File: config.mk
export PLATFORM = sky130hd
export DESIGN_NAME = memoryAccess
export DESIGN_NICKNAME = d
export VERILOG_FILES = /design/src/logic/mipsPkg.sv /design/src/logic/memoryAccess.sv
export VERILOG_INCLUDE_DIRS = /design/src /design/src/logic
export SDC_FILE = /design/constraint.sdc
export NUM_CORES = 2
export LEC_CHECK = 0
export BUFFER_PORTS_ARGS = -buffer_cell sky130_fd_sc_hd__buf_2
export CAP_MARGIN = 10
export CORE_MARGIN = 4
export CORE_UTILIZATION = 45
export CTS_CLUSTER_SIZE = 24
export DETAILED_ROUTE_END_ITERATION = 6
export GPL_ROUTABILITY_DRIVEN = 0
export PLACE_DENSITY = 0.59
export SYNTH_ARGS = -nofsm -noshare
export SYNTH_HDL_FRONTEND = slang
export SYNTH_SLANG_ARGS = --single-unit
File: constraint.sdc
create_clock -name clk -period 5.36 [get_ports clk]
set_input_delay 0.536 -clock clk [delete_from_list [all_inputs] [get_ports clk]]
set_output_delay 0.536 -clock clk [all_outputs]
set_load 0.02 [all_outputs]
File: src/logic/pipe_config.svh
`ifndef PIPE_CONFIG_SVH
`define PIPE_CONFIG_SVH

// Datapath and register width
`define PIPE_DATA_W 32

// Instruction memory, in 32-bit words
`define PIPE_IMEM_DEPTH 64

// Data memory, in 32-bit words
`define PIPE_DMEM_DEPTH 64

`endif

File: src/logic/mipsPkg.sv
package mipsPkg;

    // Instruction field widths
    localparam int regIdxW = 5;
    localparam int opcodeW = 6;
    localparam int functW  = 6;
    localparam int immW    = 16;
    localparam int jumpW   = 26;

    // Primary opcode, instruction bits 31:26
    typedef enum logic [opcodeW-1:0] {
        opRType = 6'h00,
        opJ     = 6'h02,
        opBeq   = 6'h04,
        opAddi  = 6'h08,
        opLw    = 6'h23,
        opSw    = 6'h2b
    } opcodeT;

    // R-type function field, bits 5:0
    typedef enum logic [functW-1:0] {
        fnAdd = 6'h20,
        fnSub = 6'h22,
        fnAnd = 6'h24,
        fnOr  = 6'h25,
        fnSlt = 6'h2a
    } functT;

    // Operations carried from decode to the ALU
    typedef enum logic [2:0] {
        aluAdd = 3'd0,
        aluSub = 3'd1,
        aluAnd = 3'd2,
        aluOr  = 3'd3,
        aluSlt = 3'd4
    } aluOpT;

endpackage

File: src/logic/memoryAccess.sv
`timescale 1ns/1ps
`include "pipe_config.svh"

module memoryAccess (
    input  logic                                clk,
    input  logic                                arstN,
    input  logic                                stopDebug,
    input  logic [`PIPE_DATA_W-1:0]             aluResult,
    input  logic [`PIPE_DATA_W-1:0]             storeData,
    input  logic [mipsPkg::regIdxW-1:0]         destReg,
    input  logic                                memRead,
    input  logic                                memWrite,
    input  logic                                regWrite,
    input  logic                                memToReg,
    input  logic [$clog2(`PIPE_DMEM_DEPTH)-1:0] debugMemAddr,
    output logic                                wbWrite,
    output logic [mipsPkg::regIdxW-1:0]         wbReg,
    output logic [`PIPE_DATA_W-1:0]             wbData,
    output logic [`PIPE_DATA_W-1:0]             debugMemData
);

    localparam int dmemAw = $clog2(`PIPE_DMEM_DEPTH);

    logic [`PIPE_DATA_W-1:0] dmem [`PIPE_DMEM_DEPTH];
    logic [dmemAw-1:0]       memIndex;
    logic [`PIPE_DATA_W-1:0] wbLoad;
    logic [`PIPE_DATA_W-1:0] wbAlu;
    logic                    wbMemToReg;

    // Word address, byte offset dropped
    assign memIndex = aluResult[dmemAw+1:2];

    always_ff @(posedge clk) begin
        if (memWrite && !stopDebug) begin
            dmem[memIndex] <= storeData;
        end
    end

    assign debugMemData = dmem[debugMemAddr];

    ////////////////////////////////////////
    // MEM/WB and writeback select
    ////////////////////////////////////////

    always_ff @(posedge clk or negedge arstN) begin
        if (!arstN) begin
            wbWrite    <= 1'b0;
            wbReg      <= '0;
            wbLoad     <= '0;
            wbAlu      <= '0;
            wbMemToReg <= 1'b0;
        end else if (!stopDebug) begin
            wbWrite    <= regWrite;
            wbReg      <= destReg;
            wbLoad     <= memRead ? dmem[memIndex] : '0;
            wbAlu      <= aluResult;
            wbMemToReg <= memToReg;
        end
    end

    assign wbData = wbMemToReg ? wbLoad : wbAlu;

    // Upstream EX/MEM freezes too, so the addressed word must hold
    noWriteFrozen: assert property (@(posedge clk) disable iff (!arstN)
        stopDebug |=> $stable(dmem[memIndex]));

endmodule

==> out/results.tsv <==
stage	metric	value	unit
status	status	finished with violations	
status	violations	DRC	
clocking	clockRootBuffer	clkbuf_16	
synthesis	synth-edff-count	2048	
sta	fin_crit	4.18	ns
layout	fin_nets	5437	
worst_setup_path	path_class	primary input to output pin	
drt	remaining_drc_errors	5	
placed_design	port-buffer-count	151	
sta	worst_pin_slew	1.26	ns
min_path	hold_start	storeData[23]	
grt	antenna_found_initial	51	
drt	routed_wl	382	mm
worst_setup_path	required	4.82	ns
drt	postRouteAntennaNets	0	
placed_design	dp_hpwl	215	mm
layout	final_layout_size_suffix_gt1_frac	0.287	
run	drv_cap	0	
power_and_ir_drop	p_seq_frac	0.495	
clocking	numCtsBuffers	215	
worst_setup_path	worstRegToRegCells	6	
power_and_ir_drop	switchingPower	8.87	mW
drt	highest_layer	met5	
clocking	postCtsHoldBufs	34	
die	dieArea	219000	µm²
drt	drt-initial-drc-count	10930	
worst_setup_path	startpoint_type	primary input	
power_and_ir_drop	switching_share	0.239	
worst_setup_path	startpoint	debugMemAddr[0]	
clocking	h-tree-depth	4	
grt	grt_start_max_net_pins	98	
die	row_count	168	
synthesis	synth_area_leader_cell	edfxtp_1	
grt	gr-total-overflow	0	
synthesis	syn_nets	5253	
sta	worst_slack	1.18	ns
synthesis	yosysTopAreaCellShare	0.646	
worst_setup_path	cp-end-kind	output pin	
clocking	clk-insertion-delay-late	0.88	ns
synthesis	avgSynthCellArea	18.4	µm²
clocking	cts.clk_slew.worst_paths	0.05	ns
clocking	numClockSinks	2119	
synthesis	async_flop_share	0.0335	
sta	setup_violations	0	
min_path	hp-class	primary input to flop	
synthesis	synthFlopType	edfxtp_1	
drt	wl_per_cell	45.6	µm
power_and_ir_drop	p_leak	34.5	nW
synthesis	synthCells	5171	
worst_setup_path	worstReg2RegStart	dmem[33][10]	
clocking	post_cts_resized	0	
drt	met3_length	57.3	mm
grt	grt_pass1_wl	518	mm
synthesis	synth_area	95300	µm²
drt	vias	64078	
power_and_ir_drop	power_frac_comb	0.096	
layout	layout_common_cells	edfxtp_1, a221oi_1, mux4_2	
sta	tns	0	ns
worst_setup_path	reg2reg_to	wbLoad[10]	
grt	grt_use_total	0.343	
power_and_ir_drop	irDropWorstVdd	0.000272	V
drt	wl_met2	164	mm
worst_setup_path	regToRegSetupSlack	2.94	ns
power_and_ir_drop	p_int	28.2	mW
die	pin_count	152	
clocking	cts_setup_buffers	0	
grt	grt_pass1_vias	62039	
drt	routed_via_density	7.65	
die	die_h	468	µm
placed_design	dp_slack	1.17	ns
die	fp.dieW	468	µm
power_and_ir_drop	p_clk_frac	0.408	
die	core_area	210000	µm²
synthesis	yosysWarnings	0	
synthesis	synth_area_leaders	edfxtp_1, mux4_2, a221oi_1	
sta	rsz0062_at_grt	false	
die	initial_core_util	0.454	
clocking	cts_tree	built	
sta	hold_viol	0	
sta	fin_crit_sh	0.780	
worst_setup_path	worstPathMaxFanout	51	
sta	skew	0.0279	ns
synthesis	yosysUniqueCellTypes	38	
sta	slew_headroom	0.163	
layout	syn2layout_area_growth	14.3	%
drt	dr.pass1.iters	7	
sta	slew_violations	0	
drt	wl_met1	134	mm
clocking	max-clock-path-buffers	3	
sta	fmax	239	MHz
synthesis	yosysSeqAreaShare	0.664	
power_and_ir_drop	p_per_area	340	nW/µm²
layout	final_common_cell	edfxtp_1	
worst_setup_path	worst_ep_arrival_time	3.64	ns
synthesis	synth-seq-cells	2119	
worst_setup_path	critPathCapture	debugMemData[5]	
==> worst min path at each step <==
stage	end	cells after the start
after floorplan	wbAlu[0]	0
after global placement	wbAlu[3]	2
after detailed placement	wbLoad[7]	2
after CTS	dmem[13][23]	1
after global routing	wbAlu[6]	2
final	dmem[13][23]	1
==> cells by family after synthesis <==
group	Yosys count	synth area share
flip-flops	2119	0.664
AO/OA/AOI/OAI	1346	0.113
multiplexers	988	0.191
buffers and inverters	523	0.0219
AND/OR/NAND/NOR	195	0.00973
==> per-layer routing <==
layer / vias to the layer above / GRT usage
met5: - / 0.0101
met4: 32 / 0.206
met3: 1300 / 0.118
met2: 5921 / 0.492
met1: 33339 / 0.452
li1: 23486 / -
==> final cells by class <==
cell class                 instances  area [µm²]
fill                           16548      101000
sequential                      2119       63300
multi-input combinational       2529       30600
clock buffer                     270        5670
timing repair buffer             487        4420
tap                             2805        3510
clock inverter                   126        1320
antenna                           41         103
inverter                           3        23.8
==> cells in the mapped netlist, drive strengths merged, types with 13 or more instances <==
master,number
buf,126
dfrtp,71
nand2,52
edfxtp,2048
mux2i,258
nor4,31
o21ai,43
o22ai,304
nor2,70
mux4,657
clkbuf,394
nor2b,15
a22o,294
a221oi,660
mux2,73
a21oi,13
==> worst max-delay path, stage by stage <==
cell	delay, ns
buf_8	0.43
buf_12	0.45
mux4_2	0.56
mux4_2	0.49
mux2_2	0.32
nand2_1	0.09
o21ai_0	0.34
buf_2	0.31
==> power by group through the flow <==
stage               Sequential (mW)  Combinational [mW]  Clock (mW)
detailed placement             18.7                3.45           0
floorplan                      18.7                1.91           0
finish                         18.3                3.57        15.1
global placement               18.7                3.44           0
CTS                            18.3                3.48        15.2
global route                   18.4                3.66        15.9
==> sequential cells by signal, summed over array words and instances, names as in the netlist <==
register    cells
wbLoad         32
dmem         2048
wbMemToReg      1
wbReg           5
wbWrite         1
wbAlu          32
==> stage by stage <==
| step | utilization | cell area [µm²] | hold WS [ns] | std cells | power, mW |
|---|---|---|---|---|---|
| final | 0.519 | 109000 | 0.233 | 8380 | 37.0 |
| after global routing | 0.518 | 109000 | 0.222 | 8356 | 38.0 |
| after CTS | 0.518 | 109000 | 0.180 | 8339 | 37.1 |
| after detailed placement | 0.483 | 101000 | 0.470 | 7909 | 22.2 |
| after global placement | 0.483 | 101000 | 0.457 | 7908 | 22.1 |
| after floorplan | - | 95300 | 0.240 | 5171 | 20.6 |
Power figures use the tool's default switching activity.
