==> config.mk <==
export PLATFORM = sky130hd
export DESIGN_NAME = instructionFetch
export DESIGN_NICKNAME = d
export VERILOG_FILES = /design/src/logic/instructionFetch.sv
export VERILOG_INCLUDE_DIRS = /design/src /design/src/logic
export SDC_FILE = /design/constraint.sdc
export NUM_CORES = 2
export LEC_CHECK = 0
export ABC_AREA = 1
export BUFFER_PORTS_ARGS = -buffer_cell sky130_fd_sc_hd__buf_2
export CORE_AREA = 2 2 460 462
export CTS_BUF_LIST = sky130_fd_sc_hd__clkbuf_8
export DETAILED_ROUTE_END_ITERATION = 10
export DIE_AREA = 0 0 462 464
export GPL_TIMING_DRIVEN = 0
export PLACE_DENSITY = 0.67
export SLEW_MARGIN = 10
export SYNTH_ARGS = -nofsm -noshare
export SYNTH_HDL_FRONTEND = slang
export SYNTH_SLANG_ARGS = --single-unit
==> constraint.sdc <==
create_clock -name clk -period 2.35 [get_ports clk]
set_input_delay 0.235 -clock clk [delete_from_list [all_inputs] [get_ports clk]]
set_output_delay 0.235 -clock clk [all_outputs]
set_load 0.01 [all_outputs]
==> src/logic/pipe_config.svh <==
`ifndef PIPE_CONFIG_SVH
`define PIPE_CONFIG_SVH

// Datapath and register width
`define PIPE_DATA_W 32

// Instruction memory, in 32-bit words
`define PIPE_IMEM_DEPTH 64

// Data memory, in 32-bit words
`define PIPE_DMEM_DEPTH 64

`endif

==> src/logic/instructionFetch.sv <==
`timescale 1ns/1ps
`include "pipe_config.svh"

module instructionFetch (
    input  logic                                clk,
    input  logic                                arstN,
    input  logic                                loadProgram,
    input  logic                                programWrite,
    input  logic [$clog2(`PIPE_IMEM_DEPTH)-1:0] programAddress,
    input  logic [`PIPE_DATA_W-1:0]             programData,
    input  logic                                stopDebug,
    input  logic                                pcStall,
    input  logic                                jumpTake,
    input  logic [`PIPE_DATA_W-1:0]             jumpTarget,
    input  logic                                branchTake,
    input  logic [`PIPE_DATA_W-1:0]             branchTarget,
    output logic [`PIPE_DATA_W-1:0]             instruction,
    output logic [`PIPE_DATA_W-1:0]             pcPlus4,
    output logic [`PIPE_DATA_W-1:0]             pcOut
);

    localparam int imemAw = $clog2(`PIPE_IMEM_DEPTH);

    logic [`PIPE_DATA_W-1:0] imem [`PIPE_IMEM_DEPTH];
    logic [`PIPE_DATA_W-1:0] pc;
    logic [`PIPE_DATA_W-1:0] seqPc;
    logic [`PIPE_DATA_W-1:0] redirectPc;
    logic [`PIPE_DATA_W-1:0] fetched;
    logic                    redirect;

    ////////////////////////////////////////
    // Program memory
    ////////////////////////////////////////

    // Loaded word by word while the core is held in load mode
    always_ff @(posedge clk) begin
        if (loadProgram && programWrite && !stopDebug) begin
            imem[programAddress] <= programData;
        end
    end

    // Word index from the byte PC
    assign fetched = imem[pc[imemAw+1:2]];

    ////////////////////////////////////////
    // Next PC
    ////////////////////////////////////////

    assign seqPc = pc + `PIPE_DATA_W'(4);

    // Branch from EX is older than a jump in ID, so it wins
    assign redirectPc = branchTake ? branchTarget : jumpTarget;

    // A jump waits while decode is stalled
    assign redirect = branchTake || (jumpTake && !pcStall);

    // PC and IF/ID register
    always_ff @(posedge clk or negedge arstN) begin
        if (!arstN) begin
            pc          <= '0;
            instruction <= '0;
            pcPlus4     <= '0;
        end else if (!stopDebug) begin
            if (loadProgram) begin
                // Restart from word 0 with an empty pipe
                pc          <= '0;
                instruction <= '0;
                pcPlus4     <= '0;
            end else if (redirect) begin
                // Shadow instruction becomes a bubble
                pc          <= redirectPc;
                instruction <= '0;
                pcPlus4     <= '0;
            end else if (!pcStall) begin
                pc          <= seqPc;
                instruction <= fetched;
                pcPlus4     <= seqPc;
            end
        end
    end

    assign pcOut = pc;

    // Targets from decode and execute must land on word boundaries
    pcAligned: assert property (@(posedge clk) disable iff (!arstN) pc[1:0] == 2'b00);

endmodule

==> impl_metrics.py <==
metrics = {
    "worst_setup_path": {
        "timing.setup.critical_path_class": "register to register",
        "critical_path.slowest_cell": "sky130_fd_sc_hd__dfrtp_2",
        "start_kind": "register",
        "worst-endpoint-required_ns": 3.33,
        "timing.critical_path.fanout_max": 10,
        "slowest_stage_delay_on_critical_path_ns": 0.52,
        "endpoint_kind": "register",
        "worstPathCellList": "buf_6 > buf_16 > buf_6 > buf_12 > buf_12 > nor2_1 > nor2_1 > o21ai_1 > nand3_1 > nand3_2 > nand2_4 > nand3_2 > nand2_2 > nand2_4 > nand2_2",
        "critPathArrivalTime_ns": 3.65,
    },
    "synthesis": {
        "ys_seq_elements": 2144,
        "netlist-cell-type-count": 36,
        "synthDominantCellAreaShare": 0.670,
        "top_post_synthesis_cells_by_area": "sky130_fd_sc_hd__edfxtp_1 (67%), sky130_fd_sc_hd__nand2_1 (12%), sky130_fd_sc_hd__nand3_1 (5.2%)",
        "post_synthesis_sequential_area_ratio": 0.696,
        "synth_edf_count": 2048,
        "mappedNetlistArea_mm2": 0.0918,
        "synth_common_cells": "sky130_fd_sc_hd__nand2_1 (3031), sky130_fd_sc_hd__edfxtp_1 (2048), sky130_fd_sc_hd__inv_1 (1083)",
        "yosys_most_used_dff": "sky130_fd_sc_hd__edfxtp_1",
        "post-synth-top-count-cell": "sky130_fd_sc_hd__nand2_1",
        "post_synth_inst_count": 8936,
        "postSynth.asyncResetShare": 0.0448,
        "synth.avg_cell_area_um2": 10.3,
        "ys.warnings.count": 0,
        "synth_fp_nets": 9047,
        "synth_area_leader_cell": "sky130_fd_sc_hd__edfxtp_1",
    },
    "route": {
        "detailroute.via_count": 71164,
        "drc_errors": 0,
        "antenna_left": 0,
        "drt-pass1-iter-count": 9,
        "dr.first_iter.drc_count": 10682,
        "routedWlPerCell_um": 26.5,
        "route.detailed.vias_per_inst": 5.51,
        "routed_wl_mm": 342,
    },
    "layout": {
        "filler_cell_count": 17276,
        "finalInstanceArea_mm2": 0.114,
        "final_net_count": 9961,
        "final_layout_size_suffix_gt1_frac": 0.214,
        "flow.area_growth_from_synthesis_pct": 24.5,
    },
    "place": {
        "port_buffers": 204,
        "gp_routability_congestion": 1.03,
        "dpl-instance-area_mm2": 0.0994,
        "pre_cts_setup_slack_ns": -1.76,
        "dpl.hpwl_mm": 236,
    },
    "power_and_ir_drop": {
        "power.leakage_nw": 47.6,
        "power.density_cell_area_mw_per_mm2": 813,
        "power_switching_share": 0.312,
        "combinationalPowerShare": 0.213,
        "internal_dissipation_mw": 63.9,
        "sequential_share_of_power": 0.455,
        "clkPwrFrac": 0.332,
        "peakVddDrop_v": 0.000659,
        "power_switching_mw": 29.0,
    },
    "grt": {
        "global_route.overflow_total": 0,
        "initial_antenna_violation_count": 25,
        "wire_length_of_the_first_global_routing_pass_mm": 473,
        "global_route_total_usage_across_every_layer": 0.312,
        "vias_in_the_first_global_route": 67053,
        "grt_max_degree": 67,
    },
    "floorplanning": {
        "num_rows": 168,
        "floorplan.core_area_mm2": 0.209,
        "floorplan.die.height_um": 464,
        "io-pin-count": 206,
        "dieWidth_um": 462,
        "start_util": 0.439,
        "area_of_the_die_mm2": 0.214,
    },
    "outcome": {
        "run_status": "finished, violations left",
        "violations": "setup timing",
    },
    "clocking": {
        "max-clock-path-buffers": 4,
        "cts_sinks": 2144,
        "root_buffer": "sky130_fd_sc_hd__clkbuf_8",
        "cts_buffers": 357,
        "h_tree_depth": 5,
        "clkLatencyLatePin_ns": 1.08,
        "clock_edge_transition_at_the_registers_on_the_reported_setup_and_hold_paths_ns": 0.07,
        "tritoncts": "done",
    },
    "sta": {
        "fin_hold_ws_ns": 0.109,
        "min_period_over_period": 1.14,
        "finalMaxSlewViolations": 0,
        "timing.clock.skew_ns": 0.119,
        "fin_tns_setup_ns": -7.19,
        "unrepaired_setup_endpoints_after_global_routing": "true",
        "relSlewSlack": 0.0570,
        "highest_attainable_clock_frequency_ghz": 0.373,
        "final_hold_viol_count": 0,
        "fin_crit_ns": 2.68,
        "setup_viol": 32,
        "final_worst_setup_slack_ns": -0.328,
        "actual_transition_at_the_worst_max_transition_pin_ns": 1.41,
    },
    "run": {
        "max-cap-violations": 0,
    },
    "hold_path": {
        "hold_path_class": "primary input to register",
    },
}
[power by group through the flow]
stage / sequential [mW] / clock, mW / combinational [mW]
2_1_floorplan: 43.1 / 0 / 7.28
3_3_place_gp: 43.1 / 0 / 14.1
3_5_place_dp: 43.1 / 0 / 14.5
4_1_cts: 42.3 / 30.8 / 18.1
5_1_grt: 42.3 / 32.5 / 20.4
6_report: 42.3 / 30.9 / 19.8
[logic make-up after synthesis]
logic type,count (synthesis),synth area share
buf+inv,1547,0.0676
compound gates,432,0.0245
simple gates,4809,0.212
xor+xnor,2,0.000191
fa+ha+maj,1,0.000136
mux,1,0.000109
flops,2144,0.696
[critical path, delay by kind of cell (launching register included)]
kind,cells,cell delay (ns)
buf+inv,5,0.81
simple gates,9,1.09
flops,1,0.52
compound gates,1,0.10
[per-layer routing]
| layer | global-route usage | wire, µm |
|---|---|---|
| met1 | 0.393 | 119000 |
| met2 | 0.462 | 149000 |
| met3 | 0.0838 | 45200 |
| met4 | 0.226 | 28800 |
| met5 | 0 | 271 |
[registers in the layout (all words and copies together) (netlist names)]
name and cells:
imem 2048, instruction 32, pcOut 32, pcPlus4 32
[area by class of cell]
class	count	area (µm²)	area share
diodes	15	37.5	0.000328
plain buffers	450	3860	0.0337
clock buffers	370	5090	0.0445
clock inverters	231	1260	0.0111
inverters	1090	4210	0.0368
multi-input cells	5245	25800	0.226
flip-flops and latches	2144	63900	0.559
well taps	2805	3510	0.0307
repair buffers	562	6620	0.0579
[final timing paths]
check / from / to / slack [ns] / depth (start not counted)
hold / removal: branchTarget[14] / pcOut[14]$_DFFE_PN0P_ / 0.11 / 6
min in group asynchronous: arstN / pcOut[0]$_DFFE_PN0P_ / 0.20 / 4
setup reg to reg: pcOut[2]$_DFFE_PN0P_ / instruction[10]$_DFFE_PN0P_ / -0.33 / 15
hold reg to reg: instruction[22]$_DFFE_PN0P_ / instruction[22]$_DFFE_PN0P_ / 0.47 / 2
setup / recovery: pcOut[2]$_DFFE_PN0P_ / instruction[10]$_DFFE_PN0P_ / -0.33 / 15
max in group asynchronous: arstN / instruction[31]$_DFFE_PN0P_ / 1.50 / 5
[layout by cell type (no fill, tap or decap), types with 14 or more instances in the layout]
master and count:
sky130_fd_sc_hd__inv_1 1097, sky130_fd_sc_hd__buf_6 90, sky130_fd_sc_hd__clkbuf_2 64, sky130_fd_sc_hd__buf_2 266
sky130_fd_sc_hd__clkinv_2 35, sky130_fd_sc_hd__nand4_1 24, sky130_fd_sc_hd__a21oi_2 27, sky130_fd_sc_hd__inv_4 14
sky130_fd_sc_hd__nand3_1 736, sky130_fd_sc_hd__buf_12 106, sky130_fd_sc_hd__nor2_1 604, sky130_fd_sc_hd__buf_8 43
sky130_fd_sc_hd__or2_2 38, sky130_fd_sc_hd__inv_2 53, sky130_fd_sc_hd__dlygate4sd3_1 132, sky130_fd_sc_hd__buf_4 155
sky130_fd_sc_hd__buf_16 68, sky130_fd_sc_hd__nand2_4 117, sky130_fd_sc_hd__clkbuf_4 43, sky130_fd_sc_hd__edfxtp_1 2048
sky130_fd_sc_hd__clkinv_1 87, sky130_fd_sc_hd__clkbuf_8 377, sky130_fd_sc_hd__nor2_2 34, sky130_fd_sc_hd__nor2_4 114
sky130_fd_sc_hd__nand2_2 246, sky130_fd_sc_hd__dfrtp_1 94, sky130_fd_sc_hd__nand3_4 52, sky130_fd_sc_hd__clkbuf_1 25
sky130_fd_sc_hd__o21ai_1 39, sky130_fd_sc_hd__a21oi_1 46, sky130_fd_sc_hd__diode_2 15, sky130_fd_sc_hd__nand2_1 2669
sky130_fd_sc_hd__nand3_2 161, sky130_fd_sc_hd__o21ai_0 283
[timing repair]
| item | CTS | global route |
|---|---|---|
| hold buffers | 133 | 0 |
| buffers inserted | 84 | 13 |
| gates cloned | 21 | 6 |
| pin swaps | 217 | 151 |
| resized for setup | 1408 | 416 |
| setup endpoints to repair | 670 | 64 |
| hold endpoints to repair | 2419 | 0 |
[per-stage QoR]
| stage | util | instances | power (mW) |
|---|---|---|---|
| after floorplan | - | 8936 | 50.4 |
| after global placement | 0.461 | 11945 | 57.2 |
| after detailed placement | 0.475 | 12051 | 57.5 |
| after CTS | 0.539 | 12889 | 91.2 |
| after global routing | 0.546 | 12903 | 95.2 |
| final | 0.547 | 12912 | 92.9 |
Power figures use the tool's default switching activity.
