$ cat config.mk
export PLATFORM = sky130hd
export DESIGN_NAME = execute
export DESIGN_NICKNAME = d
export VERILOG_FILES = /design/src/logic/mipsPkg.sv /design/src/logic/execute.sv
export VERILOG_INCLUDE_DIRS = /design/src /design/src/logic
export SDC_FILE = /design/constraint.sdc
export NUM_CORES = 1
export LEC_CHECK = 0
export ABC_AREA = 1
export CAP_MARGIN = 40
export CELL_PAD_IN_SITES_DETAIL_PLACEMENT = 1
export CELL_PAD_IN_SITES_GLOBAL_PLACEMENT = 2
export CORE_UTILIZATION = 36
export DETAILED_ROUTE_END_ITERATION = 6
export DONT_BUFFER_PORTS = 1
export HOLD_SLACK_MARGIN = 0.06
export PLACE_DENSITY = 0.95
export SYNTH_ARGS = -nofsm -noshare
export SYNTH_HDL_FRONTEND = slang
export SYNTH_SLANG_ARGS = --single-unit
$ cat constraint.sdc
create_clock -name clk -period 9.1 [get_ports clk]
set_input_delay 0.455 -clock clk [delete_from_list [all_inputs] [get_ports clk]]
set_output_delay 0.455 -clock clk [all_outputs]
set_load 0.02 [all_outputs]
$ cat src/logic/pipe_config.svh
`ifndef PIPE_CONFIG_SVH
`define PIPE_CONFIG_SVH

// Datapath and register width
`define PIPE_DATA_W 32

// Instruction memory, in 32-bit words
`define PIPE_IMEM_DEPTH 64

// Data memory, in 32-bit words
`define PIPE_DMEM_DEPTH 64

`endif

$ cat src/logic/mipsPkg.sv
package mipsPkg;

    // Instruction field widths
    localparam int regIdxW = 5;
    localparam int opcodeW = 6;
    localparam int functW  = 6;
    localparam int immW    = 16;
    localparam int jumpW   = 26;

    // Primary opcode, instruction bits 31:26
    typedef enum logic [opcodeW-1:0] {
        opRType = 6'h00,
        opJ     = 6'h02,
        opBeq   = 6'h04,
        opAddi  = 6'h08,
        opLw    = 6'h23,
        opSw    = 6'h2b
    } opcodeT;

    // R-type function field, bits 5:0
    typedef enum logic [functW-1:0] {
        fnAdd = 6'h20,
        fnSub = 6'h22,
        fnAnd = 6'h24,
        fnOr  = 6'h25,
        fnSlt = 6'h2a
    } functT;

    // Operations carried from decode to the ALU
    typedef enum logic [2:0] {
        aluAdd = 3'd0,
        aluSub = 3'd1,
        aluAnd = 3'd2,
        aluOr  = 3'd3,
        aluSlt = 3'd4
    } aluOpT;

endpackage

$ cat src/logic/execute.sv
`timescale 1ns/1ps
`include "pipe_config.svh"

module execute (
    input  logic                        clk,
    input  logic                        arstN,
    input  logic                        stopDebug,
    input  logic [`PIPE_DATA_W-1:0]     exRegA,
    input  logic [`PIPE_DATA_W-1:0]     exRegB,
    input  logic [`PIPE_DATA_W-1:0]     exImmediate,
    input  logic [`PIPE_DATA_W-1:0]     exPcPlus4,
    input  logic [mipsPkg::regIdxW-1:0] exRs,
    input  logic [mipsPkg::regIdxW-1:0] exRt,
    input  logic [mipsPkg::regIdxW-1:0] exDestReg,
    input  mipsPkg::aluOpT              exAluOp,
    input  logic                        exAluSrcImm,
    input  logic                        exMemRead,
    input  logic                        exMemWrite,
    input  logic                        exRegWrite,
    input  logic                        exMemToReg,
    input  logic                        exBranch,
    input  logic                        wbWrite,
    input  logic [mipsPkg::regIdxW-1:0] wbReg,
    input  logic [`PIPE_DATA_W-1:0]     wbData,
    output logic                        branchTake,
    output logic [`PIPE_DATA_W-1:0]     branchTarget,
    output logic [`PIPE_DATA_W-1:0]     aluResult,
    output logic [`PIPE_DATA_W-1:0]     storeData,
    output logic [mipsPkg::regIdxW-1:0] destReg,
    output logic                        memRead,
    output logic                        memWrite,
    output logic                        regWrite,
    output logic                        memToReg
);

    import mipsPkg::*;

    logic [`PIPE_DATA_W-1:0] opA;
    logic [`PIPE_DATA_W-1:0] opB;
    logic [`PIPE_DATA_W-1:0] aluB;
    logic [`PIPE_DATA_W-1:0] aluOut;

    ////////////////////////////////////////
    // Forwarding
    ////////////////////////////////////////

    // Youngest producer first, R0 never forwarded
    function automatic logic [`PIPE_DATA_W-1:0] forward(
        input logic [regIdxW-1:0]      idx,
        input logic [`PIPE_DATA_W-1:0] regVal
    );
        if (regWrite && destReg != '0 && destReg == idx) begin
            return aluResult;
        end else if (wbWrite && wbReg != '0 && wbReg == idx) begin
            return wbData;
        end
        return regVal;
    endfunction

    ////////////////////////////////////////
    // ALU and branch
    ////////////////////////////////////////

    always_comb begin
        opA  = forward(exRs, exRegA);
        opB  = forward(exRt, exRegB);
        aluB = exAluSrcImm ? exImmediate : opB;
        case (exAluOp)
            aluAdd:  aluOut = opA + aluB;
            aluSub:  aluOut = opA - aluB;
            aluAnd:  aluOut = opA & aluB;
            aluOr:   aluOut = opA | aluB;
            // Signed compare
            aluSlt:  aluOut = {{(`PIPE_DATA_W-1){1'b0}}, $signed(opA) < $signed(aluB)};
            default: aluOut = opA + aluB;
        endcase
    end

    // BEQ compares the forwarded registers, not the ALU input
    assign branchTake   = exBranch && (opA == opB);
    assign branchTarget = exPcPlus4 + {exImmediate[`PIPE_DATA_W-3:0], 2'b00};

    // EX/MEM register
    always_ff @(posedge clk or negedge arstN) begin
        if (!arstN) begin
            aluResult <= '0;
            storeData <= '0;
            destReg   <= '0;
            memRead   <= 1'b0;
            memWrite  <= 1'b0;
            regWrite  <= 1'b0;
            memToReg  <= 1'b0;
        end else if (!stopDebug) begin
            aluResult <= aluOut;
            storeData <= opB;
            destReg   <= exDestReg;
            memRead   <= exMemRead;
            memWrite  <= exMemWrite;
            regWrite  <= exRegWrite;
            memToReg  <= exMemToReg;
        end
    end

endmodule

==> metrics.txt, run 1 <==
status=completed; Worst slew margin=46.1%; Area growth syn-to-layout=5.34%; library cell used as clock root buffer=sky130_fd_sc_hd__clkbuf_16; Post-Syn Instances=2292; post-synthesis async set-or-reset flop share=100%; CTS tree=built; Die W=191 um; Hold-fix buffers, CTS=2; Critical Setup Path Class=reg2reg; area of the core region=0.0349 sq mm; top post-synthesis cells by count=sky130_fd_sc_hd__nand2_1, sky130_fd_sc_hd__inv_1, sky130_fd_sc_hd__nor2_1, sky130_fd_sc_hd__o21ai_0, sky130_fd_sc_hd__a21oi_1; unique cell type count in the Yosys netlist=49; share of post-route cells with drive strength above 1=4.24%; net switching component of the power=1.04 mW; share of total power in sequential cells=26.2%; quantity of gates resized following cts=0; Req. time, crit path=9.37 ns; endpoint arrival time on the critical path=6.58 ns; number of core rows=68; via count of the first global-routing pass=15700; Post-Syn Area per Cell=5.62 sq um; Post-CTS Setup Bufs=0; nets@finish=2555; number of synthesized flops with an enable pin=0; final global-route overflow total=0; setup repair after global routing missed its margin=no; antenna violations before repair=6; Final Max Tran Viols=0; number of clock buffers inserted by TritonCTS=9; final number of hold-violating endpoints=0; share of the cycle needed by the critical path after routing=69.3%; flop and latch count out of synthesis=73; Synthesized Nets=2613; summed negative setup slack over all endpoints=0 ns; clock transition at the registers of the reported paths=0.07 ns; Internal=0.932 mW; cell type with the largest total area after synthesis=sky130_fd_sc_hd__nand2_1; number of buffer cells added on primary ports=0; CP max FO=54; cell area after placement=0.0132 sq mm; kind of end point of the critical path=flip-flop; Fmax=159 MHz; maximum buffer depth of the clock tree=2; critical path's largest stage delay=0.57 ns; most area-consuming cells after synthesis=sky130_fd_sc_hd__nand2_1, sky130_fd_sc_hd__dfrtp_1, sky130_fd_sc_hd__ha_1; Clk Latency, worst-skew pair=0.38 ns; count leader, synth=sky130_fd_sc_hd__nand2_1; total design power=1.98 mW; CP top delay family=buffers and inverters; total die area=0.0365 sq mm; post-synth top area share=20.6%; max cap viols=0; final standard cell area without fillers=0.0136 sq mm; flip-flop cell with the highest count after synthesis=sky130_fd_sc_hd__dfrtp_1; clock skew after layout=0.0135 ns; average via count per standard cell=5.75; Top-Level Pins=299; Max rail drop VDD=0.0000961 V; Detailed Place HPWL=53.3 mm; clock share of power=23.7%; Detailed Routing Iterations Pass 1=5; Finished Core Util=38.9%; wire length after detailed routing=64.9 mm; Critical Path Start Type=flip-flop; Crit-path slowest cell=sky130_fd_sc_hd__dfrtp_1; sequential element share of the synthesized area=14.2%; filler cell count=4938; drt wl/cell=24.1 um; global-route wire length before repair=96.0 mm; DR iter-0 viols=1264; time the worst path needs with I/O delays and setup=6.31 ns; residual DRC count=0; Num Clock Sinks=73; htree depth=3; pin count of the biggest net entering global routing=83; post-detailed-route count of antenna-violating nets=0; Sw Ratio=52.9%; global-route usage over all layers=35.2%; total number of yosys warnings=0; global placement routability congestion=0.978; initial core utilization=36.9%; Worst path most repeated cell=sky130_fd_sc_hd__nand3_1; Worst Hold Class=in2reg; count of buffering cells on the critical path with inverters included=8; Lkg Pwr=7.18 nW; portion of total power attributed to combinational logic=50.2%; Pwr per Cell Area=146 mW/mm^2; total via count in the routed design=15500; Least-Margin Pin Slew=0.808 ns; cell area after technology mapping=0.0129 sq mm; final setup fails=0; die boundary height=191 um
## power by group through the flow
| stage | Sequential, mW | Clock (mW) | Combinational, mW |
|---|---|---|---|
| floorplan | 0.475 | 0 | 0.670 |
| global placement | 0.521 | 0 | 0.931 |
| detailed placement | 0.520 | 0 | 0.955 |
| CTS | 0.516 | 0.470 | 0.971 |
| global route | 0.521 | 0.475 | 1.08 |
| finish | 0.517 | 0.468 | 0.992 |
## kinds of logic after synthesis
family,Yosys count,share of synthesized area (%)
AOI/OAI and AO/OA,474,19.8
adders and majority gates,128,12.6
xor gates and xnor gates,44,2.99
buffers and inverters,423,13.4
and+or+nand+nor,1150,37.0
DFF,73,14.2
## state kept, by name, indices dropped and copies added, names as in the netlist
register and cells:
storeData 32, memWrite 1, aluResult 32, regWrite 1
memRead 1, memToReg 1, destReg 5
## stage by stage
step	worst slack (ns)	instances	hold WS [ns]
global route	2.39	2695	0.203
detailed placement	2.96	2676	0.161
finish	2.79	2696	0.195
floorplan	5.31	2292	0.159
CTS	2.95	2694	0.187
global placement	3.00	2672	0.161
## worst paths after layout
check,startpoint,endpoint,slack [ns],cells past startpoint
setup / recovery,destReg[3]$_DFFE_PN0N_,aluResult[27]$_DFFE_PN0N_,2.79,27
hold / removal,exMemWrite,memWrite$_DFFE_PN0N_,0.20,2
setup reg to reg,destReg[3]$_DFFE_PN0N_,aluResult[27]$_DFFE_PN0N_,2.79,27
hold reg to reg,storeData[31]$_DFFE_PN0N_,storeData[31]$_DFFE_PN0N_,0.62,2
max in group asynchronous,arstN,aluResult[28]$_DFFE_PN0N_,8.04,2
min in group asynchronous,arstN,storeData[7]$_DFFE_PN0N_,0.67,2
## final cells by class
type	instances	area (sq um)	area share [%]
Clock inverter	4	98.8	0.729
Clock buffer	12	256	1.89
Sequential cell	73	1830	13.5
Inverter	338	1270	9.35
Tap cell	455	569	4.20
Multi-Input combinational cell	1796	9330	68.8
Antenna cell	2	5.00	0.0369
Timing Repair Buffer	16	210	1.55
## worst reg2reg max path, cell delays in order (launching register included)
cell,delay [ns]
sky130_fd_sc_hd__dfrtp_1,0.57
sky130_fd_sc_hd__nor2_1,0.08
sky130_fd_sc_hd__nand3_1,0.12
sky130_fd_sc_hd__nand2_2,0.11
sky130_fd_sc_hd__inv_2,0.49
sky130_fd_sc_hd__nand3_2,0.12
sky130_fd_sc_hd__buf_4,0.35
sky130_fd_sc_hd__nand2_2,0.14
sky130_fd_sc_hd__buf_4,0.37
sky130_fd_sc_hd__inv_2,0.39
sky130_fd_sc_hd__nand2_1,0.15
sky130_fd_sc_hd__nand2_1,0.10
sky130_fd_sc_hd__o21ai_0,0.52
sky130_fd_sc_hd__inv_1,0.18
sky130_fd_sc_hd__ha_1,0.35
sky130_fd_sc_hd__or2_2,0.29
sky130_fd_sc_hd__o21ai_1,0.32
sky130_fd_sc_hd__inv_1,0.11
sky130_fd_sc_hd__o21ai_1,0.31
sky130_fd_sc_hd__inv_1,0.12
sky130_fd_sc_hd__o21ai_1,0.35
sky130_fd_sc_hd__nand3_1,0.19
sky130_fd_sc_hd__nand3_1,0.11
sky130_fd_sc_hd__nand2_1,0.05
sky130_fd_sc_hd__nand3_1,0.06
sky130_fd_sc_hd__nand3_1,0.14
sky130_fd_sc_hd__nand2_1,0.11
sky130_fd_sc_hd__inv_1,0.04
## cells in the final DEF, fill, tap and decap left out, types with 18 or more instances in the layout
| cell type | netlist | routed |
|---|---|---|
| sky130_fd_sc_hd__nor2_1 | 203 | 202 |
| sky130_fd_sc_hd__nand2_1 | 706 | 706 |
| sky130_fd_sc_hd__ha_1 | 125 | 125 |
| sky130_fd_sc_hd__o21ai_1 | 33 | 33 |
| sky130_fd_sc_hd__nor3_1 | 18 | 18 |
| sky130_fd_sc_hd__o21ai_0 | 199 | 199 |
| sky130_fd_sc_hd__xor2_1 | 33 | 33 |
| sky130_fd_sc_hd__inv_1 | 323 | 322 |
| sky130_fd_sc_hd__a21oi_1 | 172 | 172 |
| sky130_fd_sc_hd__nand3_1 | 149 | 149 |
| sky130_fd_sc_hd__dfrtp_1 | 73 | 73 |
| sky130_fd_sc_hd__or2_2 | 36 | 36 |
## per-layer routing
layer  part of all wire, %  wire [um]  up-vias  track usage (%)
met5                 0.071         46        -                0
met4                   3.4       2220        8             13.0
met3                   8.8       5700      110             8.41
met2                    44      28600      627             55.6
met1                    44      28300     7571             46.2
li1                      -          -     7197                -
No activity file was read; power rests on OpenSTA's default activity.
==> inputs of run 2 (changes only) <==
Settings changed: CORE_UTILIZATION 36 to 33, PLACE_DENSITY 0.95 to 0.89.
Clock period 9.1 ns to 6.4 ns, I/O delays scaled along.
==> run 2 against run 1 <==
Effect of this change: wire length rose by 2.7%; power rose by 41%; sequential power rose by 42%; final cell count rose by 2.6%; count of clock-buffer cells in the layout fell by 3; cell area rose by 1.4%; fmax rose by 15%; global-route usage fell by 1.6 points; via count rose by 1.2%; critical path depth fell by 2; sequential cell count did not move; core utilization fell by 2.7 points; critical endpoint unchanged; largest cell class unchanged; highest routed layer unchanged.
==> metrics.txt, run 2 (synthesis gave the netlist of run 1 again) <==
status=completed; clock skew after layout=0.0163 ns (+0.00277 ns); area of the core region=0.0380 sq mm (+9.0%); initial core utilization=33.9% (-3.0 points); DR iter-0 viols=1265 (+0.079%); Internal=1.28 mW (+37%); number of buffer cells added on primary ports=0 (unchanged); nets@finish=2572 (+0.67%); global-route usage over all layers=33.6% (-1.6 points); number of core rows=71 (+4.4%); Antenna Cells=0 (-2); DR WL met2=30.2 mm (+5.7%); Req. time, crit path=6.70 ns (-2.67 ns); library cell used as clock root buffer=sky130_fd_sc_hd__clkbuf_16; Critical Path Start Type=flip-flop; most frequent cells in the layout=sky130_fd_sc_hd__nand2_1, sky130_fd_sc_hd__inv_1, sky130_fd_sc_hd__nor2_1, sky130_fd_sc_hd__o21ai_0, sky130_fd_sc_hd__a21oi_1; Least-Margin Pin Slew=0.830 ns (+0.0223 ns); met1 routed wirelength after detailed routing=28.0 mm (-1.2%); average via count per standard cell=5.68 (-1.4%); drt wl/cell=24.1 um (about the same); Hold Path End=aluResult[12]$_DFFE_PN0N_; final setup fails=0 (unchanged); clock share of power=22.5% (-1.2 points); sum of met3 wire segment lengths after detailed routing=6.20 mm (+8.7%); setup repair after global routing missed its margin=no; startpoint of the worst-slack reg-to-reg timing path=destReg[1]$_DFFE_PN0N_; leading cell type in the layout, fill and taps excluded=sky130_fd_sc_hd__nand2_1; time the worst path needs with I/O delays and setup=5.48 ns (-0.831 ns); setup slack on the worst flop-to-flop path=0.92 ns (-1.87 ns); total via count in the routed design=15700 (+1.2%); net switching component of the power=1.50 mW (+44%); post-detailed-route count of antenna-violating nets=0 (unchanged); share of total power in sequential cells=26.5% (+0.3 points); final number of hold-violating endpoints=0 (unchanged); maximum buffer depth of the clock tree=2 (unchanged); residual DRC count=0 (unchanged); reg2reg path depth=25 (-7.4%); min-delay src=stopDebug; endpoint arrival time on the critical path=5.77 ns (-0.81 ns); summed negative setup slack over all endpoints=0 ns (unchanged); via count of the first global-routing pass=15900 (+1.4%); global placement routability congestion=0.982 (+0.38%); Sw Ratio=54.1% (+1.2 points); die boundary height=200 um (+4.4%); CP max FO=53 (-1.9%); Fmax=183 MHz (+15%); global-route wire length before repair=98.2 mm (+2.3%); final global-route overflow total=0 (unchanged); Hold Path Cell Cnt=2 (unchanged); Lkg Pwr=7.24 nW (+0.83%); endpoint of the lowest-slack register-to-register path=aluResult[27]$_DFFE_PN0N_; Worst Hold Class=in2reg; htree depth=3 (unchanged); pin count of the biggest net entering global routing=74 (-11%); CTS tree=built; portion of total power attributed to combinational logic=51.0% (+0.8 points); kind of end point of the critical path=flip-flop; Detailed Place HPWL=53.1 mm (-0.42%); count of placed standard cells in the final layout, fillers left out=2767 (+2.6%); Num Clock Sinks=73 (unchanged); Area growth syn-to-layout=6.83%; Top-Level Pins=299 (unchanged); Clk Latency, worst-skew pair=0.41 ns (+0.03 ns); Detailed Routing Iterations Pass 1=5 (unchanged); max cap viols=0 (unchanged); total die area=0.0398 sq mm (+9.0%); wire length after detailed routing=66.6 mm (+2.7%); Post-CTS Setup Bufs=0 (unchanged); share of the cycle needed by the critical path after routing=85.6% (+16 points); Worst slew margin=44.7% (-1.5 points); antenna violations before repair=1 (-5); share of post-route cells with drive strength above 1=4.52% (+0.28 points); filler cell count=5338 (+8.1%); clock transition at the registers of the reported paths=0.08 ns (about the same); Max rail drop VDD=0.000169 V (+75%); number of clock buffers inserted by TritonCTS=9 (unchanged); DP Cell Count=2736 (+2.2%); highest routed metal layer=met5; Final Max Tran Viols=0 (unchanged); hold_ws=0.0765 ns (-0.119 ns); Die W=200 um (+4.4%); Critical Setup Path Class=reg2reg; Pwr per Cell Area=202 mW/mm^2 (+39%); biggest regs=aluResult: 32 flops, storeData: 32 flops, destReg: 5 flops
==> run 2: power by group through the flow <==
| stage | Clock, mW | Combinational (mW) | Sequential [mW] |
|---|---|---|---|
| final | 0.626 | 1.42 | 0.735 |
| after detailed placement | 0 | 1.34 | 0.739 |
| after global placement | 0 | 1.31 | 0.741 |
| after global routing | 0.647 | 1.55 | 0.744 |
| after CTS | 0.634 | 1.38 | 0.733 |
| after floorplan | 0 | 0.953 | 0.675 |
==> run 2: worst max-delay path by stage <==
stage	start	endpoint	slack [ns]	cells after the start
floorplan	destReg[3]$_DFFE_PN0N_	aluResult[28]$_DFFE_PN0N_	2.61	27
CTS	destReg[1]$_DFFE_PN0N_	aluResult[0]$_DFFE_PN0N_	1.05	27
detailed placement	destReg[0]$_DFFE_PN0N_	aluResult[27]$_DFFE_PN0N_	1.08	25
global route	destReg[1]$_DFFE_PN0N_	aluResult[27]$_DFFE_PN0N_	0.44	25
global placement	destReg[0]$_DFFE_PN0N_	aluResult[0]$_DFFE_PN0N_	1.22	30
finish	destReg[1]$_DFFE_PN0N_	aluResult[27]$_DFFE_PN0N_	0.92	25
==> run 2: timing repair <==
action / CTS / global route
hold buffers: 14 / 0
resized for setup: 0 / 0
hold endpoints to repair: 119 / 0
==> run 2: layout make-up <==
| type | instances | area [sq um] | area share, % |
|---|---|---|---|
| sequential | 73 | 1830 | 13.3 |
| inverter | 338 | 1270 | 9.22 |
| multi-input combinational | 1796 | 9330 | 67.8 |
| clock buffer | 9 | 225 | 1.64 |
| timing repair buffer | 33 | 363 | 2.64 |
| clock inverter | 7 | 104 | 0.755 |
| tap | 511 | 639 | 4.65 |
==> run 2: per-layer routing <==
layer | GRT usage (%) | vias up
li1 | - | 7239
met1 | 42.1 | 7689
met2 | 54.2 | 657
met3 | 9.47 | 116
met4 | 12.9 | 2
met5 | 0 | -
==> run 2: worst max-delay path: stages (launching register included) <==
cell                      delay [ns]
sky130_fd_sc_hd__dfrtp_1        0.50
sky130_fd_sc_hd__nor2_1         0.17
sky130_fd_sc_hd__nand3_1        0.12
sky130_fd_sc_hd__nand2_2        0.14
sky130_fd_sc_hd__inv_2          0.28
sky130_fd_sc_hd__nand3_2        0.19
sky130_fd_sc_hd__buf_4          0.52
sky130_fd_sc_hd__o21ai_0        0.19
sky130_fd_sc_hd__nand2_1        0.09
sky130_fd_sc_hd__nand2_1        0.07
sky130_fd_sc_hd__o21ai_0        0.50
sky130_fd_sc_hd__inv_1          0.18
sky130_fd_sc_hd__ha_1           0.34
sky130_fd_sc_hd__or2_2          0.30
sky130_fd_sc_hd__o21ai_1        0.32
sky130_fd_sc_hd__inv_1          0.12
sky130_fd_sc_hd__o21ai_1        0.28
sky130_fd_sc_hd__inv_1          0.12
sky130_fd_sc_hd__o21ai_1        0.32
sky130_fd_sc_hd__nand3_1        0.19
sky130_fd_sc_hd__nand3_1        0.11
sky130_fd_sc_hd__nand2_1        0.05
sky130_fd_sc_hd__nand3_1        0.06
sky130_fd_sc_hd__nand3_1        0.07
sky130_fd_sc_hd__nand2_1        0.07
sky130_fd_sc_hd__inv_1          0.04
==> run 2: stage by stage <==
stage / setup WS (ns) / instance area, sq um / power (mW) / utilization, %
2_1_floorplan: 2.61 / 12900 / 1.63 / -
5_1_grt: 0.440 / 13800 / 2.94 / 36.2
4_1_cts: 1.05 / 13700 / 2.75 / 36.2
6_report: 0.924 / 13800 / 2.78 / 36.2
3_5_place_dp: 1.08 / 13200 / 2.08 / 34.8
3_3_place_gp: 1.22 / 13200 / 2.05 / 34.7
==> inputs of run 3 (changes only) <==
Settings changed: BUFFER_PORTS_ARGS set to -buffer_cell sky130_fd_sc_hd__buf_4, CELL_PAD_IN_SITES_DETAIL_PLACEMENT 1 to not set, CELL_PAD_IN_SITES_GLOBAL_PLACEMENT 2 to not set, CORE_UTILIZATION 33 to 45, DONT_BUFFER_PORTS 1 to not set, PLACE_DENSITY 0.89 to 0.76.
Clock period 6.4 ns to 6.2 ns, I/O delays scaled along.
==> run 3 against run 2 <==
Effect of this change: combinational power increased by 27%; wire length decreased by 8.1%; sequential share of layout area decreased by 1.6 points; highest routed layer is now met4; power increased by 9.4%; global-route usage increased by 7.8 points; count of clock-buffer cells in the layout unchanged; critical endpoint is now aluResult[20]$_DFFE_PN0N_; via count increased by 7.3%; cell area increased by 13%; first-iteration DRC count increased by 76%; non-clock buffer count increased by 284; worst setup slack improved by 0.36 ns; fmax increased by 11%.
==> metrics.txt, run 3 (synthesis gave the netlist of run 1 again) <==
total design power=3.04 mW (+9.4%); area of the core region=0.0279 sq mm (-27%); DR iter-0 viols=2222 (+76%); startpoint of the worst-slack reg-to-reg timing path=destReg[2]$_DFFE_PN0N_; Hold Path End=memWrite$_DFFE_PN0N_; Clk Latency, worst-skew pair=0.37 ns (-0.04 ns); initial core utilization=46.1% (+12 points); wire length after detailed routing=61.2 mm (-8.1%); nets@finish=2856 (+11%); Worst Hold Class=in2reg; number of clock buffers inserted by TritonCTS=9 (unchanged); Die W=171 um (-14%); clock share of power=18.9% (-3.6 points); pin count of the biggest net entering global routing=64 (-14%); Internal=1.48 mW (+16%); max cap viols=0 (unchanged); portion of total power attributed to combinational logic=59.7% (+8.7 points); summed negative setup slack over all endpoints=0 ns (unchanged); endpoint of the lowest-slack register-to-register path=aluResult[20]$_DFFE_PN0N_; total via count in the routed design=16900 (+7.3%); Critical Path Start Type=flip-flop; setup repair after global routing missed its margin=no; biggest regs=aluResult: 32 flops, storeData: 32 flops, destReg: 5 flops; total die area=0.0293 sq mm (-26%); time the worst path needs with I/O delays and setup=4.92 ns (-0.560 ns); clock skew after layout=0.0101 ns (-0.00622 ns); maximum buffer depth of the clock tree=2 (unchanged); Worst slew margin=46.9% (+2.2 points); Sw Ratio=51.4% (-2.7 points); average via count per standard cell=5.77 (+1.8%); CP max FO=33 (-38%); Area growth syn-to-layout=21.1%; Req. time, crit path=6.42 ns (-0.28 ns); Final Max Tran Viols=0 (unchanged); endpoint arrival time on the critical path=5.14 ns (-0.63 ns); min-delay src=exMemWrite; multi-input combinational cell area=0.00932 sq mm (about the same); residual DRC count=0 (unchanged); quantity of gates resized following cts=0 (unchanged); global placement routability congestion=1.00 (+2.1%); area taken by flip-flops and latches=0.00183 sq mm (unchanged); drt wl/cell=21.0 um (-13%); Lkg Pwr=8.58 nW (+18%); antenna violations before repair=1 (unchanged); Num Clock Sinks=73 (unchanged); most frequent cells in the layout=sky130_fd_sc_hd__nand2_1, sky130_fd_sc_hd__inv_1, sky130_fd_sc_hd__buf_4, sky130_fd_sc_hd__nor2_1, sky130_fd_sc_hd__o21ai_0; Detailed Routing Iterations Pass 1=7 (+2); number of buffer cells added on primary ports=294 (+294); share of total power in sequential cells=21.4% (-5.1 points); via count of the first global-routing pass=15200 (-4.4%); filler cell count=2903 (-46%); number of core rows=61 (-14%); Worst Setup SP=destReg[2]$_DFFE_PN0N_; Critical Setup Path Class=reg2reg; global-route wire length before repair=89.7 mm (-8.6%); critical path's largest stage delay=0.52 ns (about the same); series of cell instances along the critical path=inv_2 > nand2_1 > nand4_2 > inv_1 > nand3_2 > nand2_2 > buf_4 > nand3_1 > nand2_1 > ha_1 > inv_1 > fa_1 > o21ai_1 > a21oi_1 > o21bai_1 > nand2_1 > nand2_1 > nand2_1 > nand2_1 > nand2_1 > nand3_1 > nand3_1 > nand2_1 > o21ai_0; Worst path most repeated cell=sky130_fd_sc_hd__nand2_1; final setup fails=0 (unchanged); Top-Level Pins=299 (unchanged); Hold-fix buffers, CTS=1 (-13); clock transition at the registers of the reported paths=0.07 ns (about the same); Max rail drop VDD=0.000140 V (-17%); Hold Path Cell Cnt=3 (+1); net switching component of the power=1.56 mW (+4.0%); global-route usage over all layers=41.4% (+7.8 points); die boundary height=171 um (-14%); Crit-path slowest cell=sky130_fd_sc_hd__nand2_2; kind of end point of the critical path=flip-flop; Least-Margin Pin Slew=0.789 ns (-0.0412 ns); Pwr per Cell Area=195 mW/mm^2 (-3.5%); Detailed Place HPWL=49.4 mm (-6.8%); post-detailed-route count of antenna-violating nets=0 (unchanged); htree depth=3 (unchanged); setup slack on the worst flop-to-flop path=1.28 ns (+0.36 ns); Post-CTS Setup Bufs=0 (unchanged); share of post-route cells with drive strength above 1=15.6% (+11 points); reg2reg path depth=24 (-4.0%); status=completed; leading cell type in the layout, fill and taps excluded=sky130_fd_sc_hd__nand2_1; final global-route overflow total=0 (unchanged); CTS tree=built; share of the cycle needed by the critical path after routing=79.3% (-6.3 points); library cell used as clock root buffer=sky130_fd_sc_hd__clkbuf_16; final number of hold-violating endpoints=0 (unchanged); Fmax=203 MHz (+11%)
run 3: cell count changes in the layout (fill, tap and decap cells not counted), sizes merged:
cell         change
diode            +1
buf            +295
dlygate4sd3     -11
bufinv           -1
clkinvlp         +1
run 3: worst max-delay path: cells and delay by family (launching register included):
kind / cells / cell delay, ns
buf+inv: 4 / 0.69
flops: 1 / 0.41
fa+ha+maj: 2 / 0.76
simple gates: 14 / 1.84
compound gates: 4 / 1.05
run 3: layout make-up:
class	instances	share of cell area (%)
Antenna cell	1	0.0161
Sequential cell	73	11.7
Clock buffer	9	1.44
Inverter	338	8.14
Multi-Input combinational cell	1796	59.8
Clock inverter	7	0.449
Tap cell	378	3.03
Timing Repair Buffer	317	15.4
run 3: how the worst max path moves through the flow:
stage / end / cells past startpoint
final: aluResult[20]$_DFFE_PN0N_ / 24
after detailed placement: aluResult[20]$_DFFE_PN0N_ / 26
after floorplan: aluResult[28]$_DFFE_PN0N_ / 27
after CTS: aluResult[27]$_DFFE_PN0N_ / 25
after global routing: aluResult[27]$_DFFE_PN0N_ / 25
after global placement: aluResult[30]$_DFFE_PN0N_ / 25
run 3: layer usage:
layer / up-vias / global-route usage, % / part of all wire [%] / wire length [um]
met5: - / 0 / 0 / 0
met4: 0 / 14.4 / 3.7 / 2270
met3: 143 / 8.56 / 12 / 7520
met2: 1139 / 63.4 / 43 / 26100
met1: 7756 / 57.2 / 41 / 25300
li1: 7818 / - / - / -
run 3: through the flow:
step / area [sq um] / util, % / setup slack [ns] / std cells / hold WS [ns]
6_report: 15600 / 55.8 / 1.28 / 2919 / 0.142
3_5_place_dp: 15300 / 54.7 / 1.47 / 2901 / 0.302
3_3_place_gp: 15300 / 54.6 / 1.50 / 2900 / 0.288
4_1_cts: 15600 / 55.8 / 1.44 / 2918 / 0.133
5_1_grt: 15600 / 55.8 / 0.904 / 2918 / 0.141
2_1_floorplan: 12900 / - / 2.41 / 2292 / 0.0144
run 3: power groups by stage:
| stage | sequential, mW | clock [mW] | combinational, mW |
|---|---|---|---|
| after floorplan | 0.696 | 0 | 0.984 |
| after global placement | 0.650 | 0 | 1.75 |
| after detailed placement | 0.649 | 0 | 1.76 |
| after CTS | 0.644 | 0.574 | 1.77 |
| after global routing | 0.654 | 0.594 | 1.96 |
| final | 0.652 | 0.573 | 1.81 |
